==> config.mk <==
export PLATFORM = sky130hd
export DESIGN_NAME = controlFsm
export DESIGN_NICKNAME = d
export VERILOG_FILES = /design/src/design/cpuPkg.sv /design/src/design/controlFsm.sv
export SDC_FILE = /design/constraint.sdc
export NUM_CORES = 1
export LEC_CHECK = 0
export ABC_CLOCK_PERIOD_IN_PS = 3400
export BUFFER_PORTS_ARGS = -buffer_cell sky130_fd_sc_hd__buf_2
export CORE_AREA = 4 4 41 43
export CTS_BUF_LIST = sky130_fd_sc_hd__clkbuf_8
export CTS_CLUSTER_SIZE = 30
export DETAILED_ROUTE_END_ITERATION = 16
export DIE_AREA = 0 0 45 47
export MAX_ROUTING_LAYER = met4
export PLACE_DENSITY_LB_ADDON = 0.08
export RECOVER_POWER = 25
export REMOVE_ABC_BUFFERS = 1
export SLEW_MARGIN = 15
export SYNTH_ARGS = -nofsm -noshare
export SYNTH_HDL_FRONTEND = slang
export SYNTH_SLANG_ARGS = --single-unit
==> constraint.sdc <==
create_clock -name clk -period 3.4 [get_ports clk]
set_input_delay 0.51 -clock clk [delete_from_list [all_inputs] [get_ports clk]]
set_output_delay 0.51 -clock clk [all_outputs]
set_load 0.01 [all_outputs]
==> src/design/cpuPkg.sv <==
//**************************************
// Shared widths and encodings for the multicycle RV32I subset core.
// Only lw, sw, beq, addi and add/sub/and/or/slt are decoded.
// textBase is both the reset PC and the base of the unified memory.
//**************************************
package cpuPkg;

    localparam int xlen     = 32;
    localparam int regCount = 32;
    localparam int memWords = 256;

    typedef logic [xlen-1:0]               wordT;
    typedef logic [$clog2(regCount)-1:0]   regAddrT;
    typedef logic [$clog2(memWords)-1:0]   memIndexT;

    localparam wordT textBase = 32'h0040_0000;

    typedef enum logic [6:0] {
        opLoad   = 7'b0000011,
        opStore  = 7'b0100011,
        opRtype  = 7'b0110011,
        opItype  = 7'b0010011,
        opBranch = 7'b1100011
    } opcodeT;

    typedef enum logic [2:0] {
        aluAdd = 3'b000,
        aluSub = 3'b001,
        aluAnd = 3'b010,
        aluOr  = 3'b011,
        aluSlt = 3'b101
    } aluOpT;

    typedef enum logic [1:0] {immI = 2'b00, immS = 2'b01, immB = 2'b10} immSrcT;
    typedef enum logic [1:0] {srcPc = 2'b00, srcOldPc = 2'b01, srcRegA = 2'b10} srcASelT;
    typedef enum logic [1:0] {srcRegB = 2'b00, srcImm = 2'b01, srcFour = 2'b10} srcBSelT;
    typedef enum logic [1:0] {
        resAluOut    = 2'b00,
        resMemData   = 2'b01,
        resAluResult = 2'b10
    } resultSelT;

    typedef enum logic [3:0] {
        sFetch, sDecode, sMemAdr, sMemRead, sMemWb,
        sMemWrite, sExecR, sExecI, sAluWb, sBeq
    } fsmStateT;

endpackage

==> src/design/controlFsm.sv <==
//**************************************
// Multicycle sequencer for the supported subset.
// Unknown opcodes return to fetch after decode.
// Branch decision is folded into pcWrite.
//**************************************
`timescale 1ns/1ps

module controlFsm (
    input  logic               clk,
    input  logic               rst,
    input  cpuPkg::opcodeT     opcode,
    input  logic [2:0]         funct3,
    input  logic               funct7b5,
    input  logic               zero,
    output logic               pcWrite,
    output logic               adrSrc,
    output logic               memWrite,
    output logic               irWrite,
    output logic               regWrite,
    output cpuPkg::resultSelT  resultSel,
    output cpuPkg::aluOpT      aluOp,
    output cpuPkg::srcASelT    srcASel,
    output cpuPkg::srcBSelT    srcBSel,
    output cpuPkg::immSrcT     immSrc
);
    import cpuPkg::*;

    fsmStateT state;
    fsmStateT nextState;
    aluOpT    aluDec;

    always_ff @(posedge clk) begin
        if (rst) begin
            state <= sFetch;
        end else begin
            state <= nextState;
        end
    end

    always_comb begin
        case (state)
            sFetch:  nextState = sDecode;
            sDecode: begin
                case (opcode)
                    opLoad, opStore: nextState = sMemAdr;
                    opRtype:         nextState = sExecR;
                    opItype:         nextState = sExecI;
                    opBranch:        nextState = sBeq;
                    default:         nextState = sFetch;
                endcase
            end
            sMemAdr:  nextState = (opcode == opLoad) ? sMemRead : sMemWrite;
            sMemRead: nextState = sMemWb;
            sExecR:   nextState = sAluWb;
            sExecI:   nextState = sAluWb;
            default:  nextState = sFetch; // wb, store and beq end here
        endcase
    end

    // sub only for R-type, addi with imm[10] set stays add
    always_comb begin
        case (funct3)
            3'b000:  aluDec = (opcode[5] && funct7b5) ? aluSub : aluAdd;
            3'b010:  aluDec = aluSlt;
            3'b110:  aluDec = aluOr;
            3'b111:  aluDec = aluAnd;
            default: aluDec = aluAdd;
        endcase
    end

    always_comb begin
        case (opcode)
            opStore:  immSrc = immS;
            opBranch: immSrc = immB;
            default:  immSrc = immI;
        endcase
    end

    always_comb begin
        pcWrite   = 1'b0;
        adrSrc    = 1'b0;
        memWrite  = 1'b0;
        irWrite   = 1'b0;
        regWrite  = 1'b0;
        resultSel = resAluOut;
        aluOp     = aluAdd;
        srcASel   = srcPc;
        srcBSel   = srcRegB;
        case (state)
            sFetch: begin
                irWrite   = 1'b1;
                pcWrite   = 1'b1;
                srcBSel   = srcFour; // pc + 4
                resultSel = resAluResult;
            end
            sDecode: begin
                srcASel = srcOldPc; // branch target into aluOut
                srcBSel = srcImm;
            end
            sMemAdr: begin
                srcASel = srcRegA;
                srcBSel = srcImm;
            end
            sMemRead: adrSrc = 1'b1;
            sMemWb: begin
                regWrite  = 1'b1;
                resultSel = resMemData;
            end
            sMemWrite: begin
                adrSrc   = 1'b1;
                memWrite = 1'b1;
            end
            sExecR: begin
                srcASel = srcRegA;
                aluOp   = aluDec;
            end
            sExecI: begin
                srcASel = srcRegA;
                srcBSel = srcImm;
                aluOp   = aluDec;
            end
            sAluWb: regWrite = 1'b1;
            sBeq: begin
                srcASel = srcRegA;
                aluOp   = aluSub;
                pcWrite = zero; // taken loads aluOut
            end
            default: ;
        endcase
    end

    noWriteClash: assert property (@(posedge clk) disable iff (rst) !(memWrite && regWrite))
        else $error("memory and register write in the same cycle");

    fetchThenDecode: assert property (@(posedge clk) disable iff (rst)
        irWrite |-> (state == sFetch) ##1 (state == sDecode))
        else $error("instruction register loaded outside fetch");

endmodule

# Word level (Yosys, flattened, before mapping)

Index checks and enable logic that the tools add are counted.

$lt $le $gt $ge: 0
Div/mod/pow operators: 0
Reductions and logical operators: 9
Muxes and demuxes: 15
Equal/unequal tests: 17
Bitwise logic cells: 0
Add/subtract/negate cells: 0
Shifts and indexed selects: 0
Multiply operators: 0

Operator list:

| cell                                          | count |
|---|---|
| case mux 4 bit (5 select lines)               | 1 |
| == test 4 x 3 -> 1 bit, second input constant | 4 |
| case mux 2 bit (2 select lines)               | 4 |
| case mux 4 bit (4 select lines)               | 1 |
| == test 7 x 6 -> 1 bit, second input constant | 2 |
| case mux 3 bit (4 select lines)               | 1 |
| == test 4 x 2 -> 1 bit, second input constant | 2 |
| == test 4 bit, second input constant          | 2 |
| OR reduction 2 bit                            | 4 |
| == test 7 x 2 -> 1 bit, second input constant | 1 |
| == test 7 x 5 -> 1 bit, second input constant | 1 |
| == test 7 bit, second input constant          | 1 |
| == test 3 bit, second input constant          | 2 |
| case mux 3 bit (2 select lines)               | 1 |
| 2-to-1 mux 1 bit                              | 5 |
| == test 4 x 1 -> 1 bit, second input constant | 1 |
| zero test 4 bit                               | 1 |
| OR reduction 4 bit                            | 1 |
| == test 3 x 2 -> 1 bit, second input constant | 1 |
| zero test 3 bit                               | 1 |
| 2-to-1 mux 3 bit                              | 1 |
| OR reduction 3 bit                            | 1 |
| case mux 1 bit (2 select lines)               | 1 |
| logical AND 1 bit                             | 1 |

Register bits after elaboration: 4
Latch bits: 0
Logic and storage cells: 42
RAM bits: 0
Output and inout bits: 16
Memories kept: 0
Bits in read-only memories: 0
Bits of input ports: 14

# Depth between registers and ports, before layout

Gate-level depths: netlist of the first run.

Word-level depth: 4
Depth in mapped cells: 4
Mapped depth without buffers: 3

# Least setup slack after synthesis of the first run

Ideal clock, no wire load.

Path type: input to output
From: in opcode[2]
To: out immSrc[0]
Path buffers: 0
Setup slack: 1.574 ns
Data arrival time: 1.316 ns
Stages on the path: 2
Required time: 2.890 ns
Path through: nand4bb_1 nor4b_1

Word-level cells in the longest chain between the ends: 2
Elaborated cells between the ends (all ways): 3
Those cells by class: 2 x eq/ne; 1 x mux

Ends and longest elaborated chain:

| element                                                 | RTL line         | source |
|---|---|---|
| start: declaration                                      | controlFsm.sv:11 | `input cpuPkg::opcodeT opcode,` |
| == test 7 bit or == test 7 x 6 -> 1 bit (tied branches) | controlFsm.sv:72 | `case (opcode)` |
| case mux 2 bit (2 select lines) (*)                     | controlFsm.sv:72 |  |
| end: declaration                                        | controlFsm.sv:24 | `output cpuPkg::immSrcT immSrc` |

Mark *: on every way between the ends. The rest lies on a longest branch, timed or not.

# Worst setup path after layout of the first run

From: reg state[1]
To: out aluOp[0]

Word-level cells in the longest chain between the ends: 3
Elaborated cells between the ends (all ways): 5
Those cells by class: 3 x eq/ne; 1 x mux; 1 x reduce/logical

Ends and longest elaborated chain:

| element                             | RTL line         | source |
|---|---|---|
| start: declaration                  | controlFsm.sv:28 | `fsmStateT state;` |
| start signal: assignment            | controlFsm.sv:34 | `state <= sFetch;` |
| start signal: assignment            | controlFsm.sv:36 | `state <= nextState;` |
| == test 4 x 3 -> 1 bit              | controlFsm.sv:89 | `case (state)` |
| OR reduction 2 bit (no line)        | -                |  |
| case mux 3 bit (2 select lines) (*) | controlFsm.sv:89 |  |
| end: declaration                    | controlFsm.sv:21 | `output cpuPkg::aluOpT aluOp,` |

Marked as above.

==> key figures, run 1 <==
Worst setup path
  – Req. time, crit path: a little under 3 ns
  – Crit-path max FO: 15
  – Startpoint Class: flip-flop
  – CP arrival: 1.54 ns
  – CP Capture Type: primary output
  – Worst flop-to-flop path startpoint: state[1]$_SDFF_PP0_
  – Reg2reg end: state[1]$_SDFF_PP0_
  – Worst r2r path cells: 2
  – Setup CP Type: reg -> out
  – Setup slack, reg-to-reg: 1.78 ns

Yosys
  – Synth Area in Compound Gates: between 20% and 30%
  – Top-area cell type share of the netlist area: 19.3%
  – Mux share of post-synthesis cell area: between 2 and 2.5%
  – EDFF count, synth: 0
  – Main area contributors after synthesis: dfxtp_1, nor2_1, or4b_1
  – Register bit total from synthesis: 4
  – Post-Synthesis Cells: 54
  – Syn Area/Cell: approximately 7.7 µm²
  – Post-Synth Adder-Cell Area: 0%
  – Largest family of logic cells by synthesized area: simple AND/OR/NAND/NOR gates
  – Top FF cell, synth: dfxtp_1
  – Mapped cell area: just over 400 µm²
  – Share of synthesized registers carrying an async set or reset: 0%
  – Synth Warn #: 0
  – Dominant cell type by area after synthesis: dfxtp_1
  – Sequential share of the synthesized area: 19.3%
  – Post-Synth Simple-Gate Area: 41.4%
  – Post-synthesis xor/xnor area fraction: 4.23%
  – Yosys cell types: 31

Placement
  – IO Port Bufs: 29
  – Pre-CTS setup slack: roughly 1.5 ns
  – Placer Congestion: ~0.70
  – Post-Place Cells: 93
  – DP HPWL: 880 µm

STA
  – Clock period minus worst slack: around 2.1 ns
  – Least-Margin Pin Slew: around 0.50 ns
  – Final setup vio count: 0
  – Fmax: 0.487 GHz
  – Fin. Hold Viols: 0
  – Max-slew headroom: around two thirds
  – Setup TNS: 0 ns
  – Tcrit/Tclk final: 60.4%
  – Clk_skew: 0.00198 ns
  – RSZ-0062 raised after global routing: false
  – Fin. max-slew vios: 0
  – Fin worst setup slack: approximately 1.3 ns

Drt
  – Drt drc: 0
  – Antenna-violating nets left: 0
  – Vias per cell: 5.00
  – WL per Instance: 12.0 µm
  – Post-Route WL: ~1.2 mm
  – First DRT Iteration DRCs: 7
  – Iteration count of the initial detailed-routing pass: 3
  – Total number of vias: 480

GRT
  – Largest net degree at the start of global routing: 16
  – Global-route wire length before repair: 1.73 mm
  – Grt ovf: 0
  – Vias in the first global route: slightly below 400
  – Initial antenna violation count: 0
  – Tot GR Track Use: roughly an eighth

Finish
  – Final core occ: between 40% and 50%
  – Fraction of layout instances using a drive strength above 1: 38.3%
  – Most flops, register: state
  – Area Overhead vs Synth: 41.4%
  – Max FFs per register: 4
  – Commonest non-fill, non-tap cell in the layout: buf_2
  – Post-route insts no fill: 96
  – ANT cells: 0
  – Commonest non-fill, non-tap cells in the layout: buf_2, nor2_1, dfxtp_1
  – Biggest regs: state: 4 flops
  – Nets: between 90 and 100

Hold path
  – Hold path startpoint: rst
  – Hold Path Class: in -> reg
  – Hold Path Sink: state[3]$_SDFF_PP0_
  – Hold Path Cell Cnt: 2

Clock tree
  – Post-CTS setup buffer count: 0
  – TritonCTS buffer count: 3
  – Clock Sinks: 4
  – # resized after CTS: 0
  – H-tree levels: 1
  – Clock Path Buffers: 2
  – Clock root buffer: clkbuf_8
  – Clk_lat worst skew: 0.22 ns
  – CTS tree: built
  – Worst-path clk slew: 0.03 ns
  – Hold_buf cts: 0

Run
  – Max-Cap Viols: 0

Outcome
  – Outcome: finished, final reports clean

Floorplan
  – Core Area: 1300 µm²
  – Die W: ~45 µm
  – Rows: 13
  – Die area: 2120 µm²
  – Initial Util: 31.8%
  – Io pins: 30
  – Chip height: 47 µm

Power and ir drop
  – Worst vdd ir: 0.000285 V
  – Pwr/cell area: between 300 and 400 nW/µm²
  – Leak: 0.270 nW
==> how the worst max path moves through the flow <==
stage / from / to / slack [ns] / cells after the start
finish: state[1]$_SDFF_PP0_ / aluOp[0] / 1.35 / 3
CTS: state[1]$_SDFF_PP0_ / aluOp[0] / 1.33 / 3
global route: state[1]$_SDFF_PP0_ / aluOp[0] / 1.18 / 3
floorplan: opcode[2] / immSrc[0] / 1.57 / 2
detailed placement: opcode[2] / immSrc[0] / 1.45 / 4
global placement: opcode[2] / immSrc[0] / 1.47 / 4
==> cell families after synthesis <==
kind of cell              count (synthesis)
muxes                                     1
buffers and inverters                     8
and+or+nand+nor                          28
AOI/OAI and AO/OA                        11
xor gates and xnor gates                  2
DFF                                       4
==> Yosys cell counts (2+ instances only) <==
master    count
nor2_1        8
dfxtp_1       4
inv_1         3
nand2b_1      3
nor3_1        3
nor4_1        3
buf_2         2
clkbuf_1      2
nand3b_1      2
or4b_1        2
xnor2_1       2
==> where the power goes <==
part	switching [W]	internal, W	total [W]
logic	0.0000163	0.0000163	0.0000326
clock network	0.0000231	0.0000753	0.0000985
registers	0.00000367	0.0000483	0.0000520
==> routing by layer <==
| metal | GRT usage, % | vias up | routed length, µm |
|---|---|---|---|
| li1 | - | 259 | - |
| met4 | 3.51 | 0 | 0 |
| met3 | 4.60 | 0 | 98 |
| met1 | 15.9 | 203 | 541 |
| met2 | 15.5 | 18 | 510 |
| met5 | - | - | 0 |
==> per-stage QoR <==
step | power, W | area, µm² | hold slack (ns)
4_1_cts | 0.000188 | 594 | 0.457
2_1_floorplan | 0.0000688 | 389 | 0.555
3_5_place_dp | 0.0000867 | 553 | 0.659
6_report | 0.000183 | 586 | 0.460
5_1_grt | 0.000195 | 586 | 0.455
3_3_place_gp | 0.0000865 | 553 | 0.652
==> critical path, cell delays in order, from the launching register on <==
cell and delay [ns]:
dfxtp_1 0.62, nand3b_1 0.24, o32ai_1 0.29, buf_2 0.17
==> area by class of cell <==
| class | instances | area, µm² |
|---|---|---|
| multi-input cells | 42 | 292 |
| repair buffers | 29 | 143 |
| inverters | 3 | 11.3 |
| fillers | 146 | 716 |
| flip-flops and latches | 4 | 80.1 |
| clock buffers | 3 | 41.3 |
| well taps | 15 | 18.8 |
Power figures use the tool's default switching activity.
==> run 2: changes to the inputs <==
Settings changed: ABC_CLOCK_PERIOD_IN_PS 3400 to 2100.
Clock period 3.4 ns to 2.1 ns, I/O delays scaled along.
==> run 2 against run 1 <==
Utilization up 0.48 points. Setup slack worse by 1.1 ns. Final area up 1.1%. Register-to-register slack worse by 1.3 ns. Combinational power up 68%. Non-clock buffer count unchanged. Sequential share of layout area down 0.14 points. Critical path type unchanged.
==> key figures, run 2 (synthesis gave the netlist of run 1 again) <==
Outcome
  – Outcome: finished, final reports clean

Drt
  – Iteration count of the initial detailed-routing pass: 4
  – Drt drc: 0
  – Antenna-violating nets left: 0
  – WL per Instance: 12.3 µm
  – Vias per cell: around 5.3
  – Post-Route WL: 1.18 mm
  – First DRT Iteration DRCs: 5
  – Total number of vias: 512

Clock tree
  – H-tree levels: 1
  – Clk_lat worst skew: about 0.22 ns
  – TritonCTS buffer count: 3
  – Clock Sinks: 4
  – # resized after CTS: 0
  – Hold_buf cts: 0
  – Clock Path Buffers: 2
  – Clock root buffer: clkbuf_8
  – Worst-path clk slew: 0.03 ns
  – Post-CTS setup buffer count: 0
  – CTS tree: built

Power and ir drop
  – Switching power share of the total: 25.9%
  – Seq pwr share: 27.3%
  – Worst vdd ir: 0.000337 V
  – Pwr/cell area: 519 nW/µm²
  – Leak: roughly 0.27 nW
  – Switch Pwr: 0.0000797 W
  – Internal: 0.000228 W
  – Clock power share: 55.0%
  – Comb pwr share: 17.8%

Hold path
  – Hold Path Class: in -> reg
  – Hold path startpoint: rst

STA
  – Clk_skew: 0.000843 ns
  – Clock period minus worst slack: 1.84 ns
  – Least-Margin Pin Slew: 0.484 ns
  – Setup TNS: 0 ns
  – RSZ-0062 raised after global routing: false
  – Fmax: between 0.5 and 0.6 GHz
  – Fin. Hold Viols: 0
  – Fin. max-slew vios: 0
  – Tcrit/Tclk final: 87.5%
  – Max-slew headroom: 67.7%
  – Final setup vio count: 0

Placement
  – DP HPWL: 907 µm
  – Placer Congestion: ~0.75
  – IO Port Bufs: 29

Run
  – Max-Cap Viols: 0

Worst setup path
  – Worst flop-to-flop path startpoint: state[1]$_SDFF_PP0_
  – Req. time, crit path: 1.78 ns
  – CP Launch Point: state[1]$_SDFF_PP0_
  – CP arrival: 1.52 ns
  – Crit-path max FO: 15
  – Startpoint Class: flip-flop
  – Setup CP Type: reg -> out
  – CP Capture Type: primary output

Finish
  – Biggest regs: state: 4 flops
  – ANT cells: 0
  – Nets: between 90 and 100
  – Max FFs per register: 4
  – Fraction of layout instances using a drive strength above 1: 39.5%
  – Commonest non-fill, non-tap cells in the layout: buf_2, nor2_1, dfxtp_1
  – Commonest non-fill, non-tap cell in the layout: buf_2
  – Final core occ: a little under half
  – Most flops, register: state
  – Area Overhead vs Synth: 42.9%

GRT
  – Grt ovf: 0
  – Largest net degree at the start of global routing: 16
  – Initial antenna violation count: 0
  – Global-route wire length before repair: 1.84 mm
  – Vias in the first global route: 420
  – Tot GR Track Use: ~12%

Floorplan
  – Die W: ~45 µm
  – Chip height: 47 µm
  – Rows: 13
  – Die area: 2120 µm²
  – Io pins: 30
  – Core Area: 1300 µm²
  – Initial Util: 31.8%
-- run 2: cell count changes in the layout (fill, tap and decap cells not counted) --
| cell | delta |
|---|---|
| a2111oi_0 | -1 |
| a2111oi_2 | +1 |
-- run 2: power groups by stage --
stage,clock [W],sequential [W],combinational [W]
floorplan,0,0.0000834,0.0000281
global placement,0,0.0000848,0.0000557
detailed placement,0,0.0000849,0.0000552
CTS,0.000170,0.0000839,0.0000554
global route,0.000176,0.0000850,0.0000606
finish,0.000169,0.0000838,0.0000547
-- run 2: critical path: stages, from the launching register on --
cell and delay (ns):
dfxtp_1 0.61, nand3b_1 0.22, o32ai_1 0.29, buf_2 0.17
-- run 2: worst paths after layout --
kind	endpoint	slack, ns	depth (start not counted)
max	aluOp[0]	0.26	3
max reg2reg	state[1]$_SDFF_PP0_	0.53	2
min reg2reg	state[0]$_SDFF_PP0_	0.65	1
min	state[3]$_SDFF_PP0_	0.26	2
-- run 2: area by class of cell --
class / count / area (µm²)
clock buffers: 3 / 41.3
fillers: 138 / 709
inverters: 3 / 11.3
multi-input cells: 42 / 298
flip-flops and latches: 4 / 80.1
well taps: 15 / 18.8
repair buffers: 29 / 143
-- run 2: routing by layer --
metal | global-route usage (%) | vias up | routed length [µm]
met5 | - | - | 0
met4 | 7.02 | 0 | 16
met2 | 17.2 | 25 | 531
met1 | 15.9 | 225 | 511
met3 | 3.45 | 2 | 125
li1 | - | 260 | -
-- run 2: through the flow --
step / cells / hold WS (ns) / power, W / worst slack (ns) / area [µm²]
floorplan: 49 / 0.387 / 0.000111 / 0.619 / 389
global placement: 93 / 0.488 / 0.000141 / 0.499 / 553
detailed placement: 93 / 0.492 / 0.000140 / 0.479 / 553
CTS: 96 / 0.263 / 0.000309 / 0.241 / 594
global route: 96 / 0.264 / 0.000322 / 0.118 / 592
finish: 96 / 0.262 / 0.000307 / 0.263 / 592
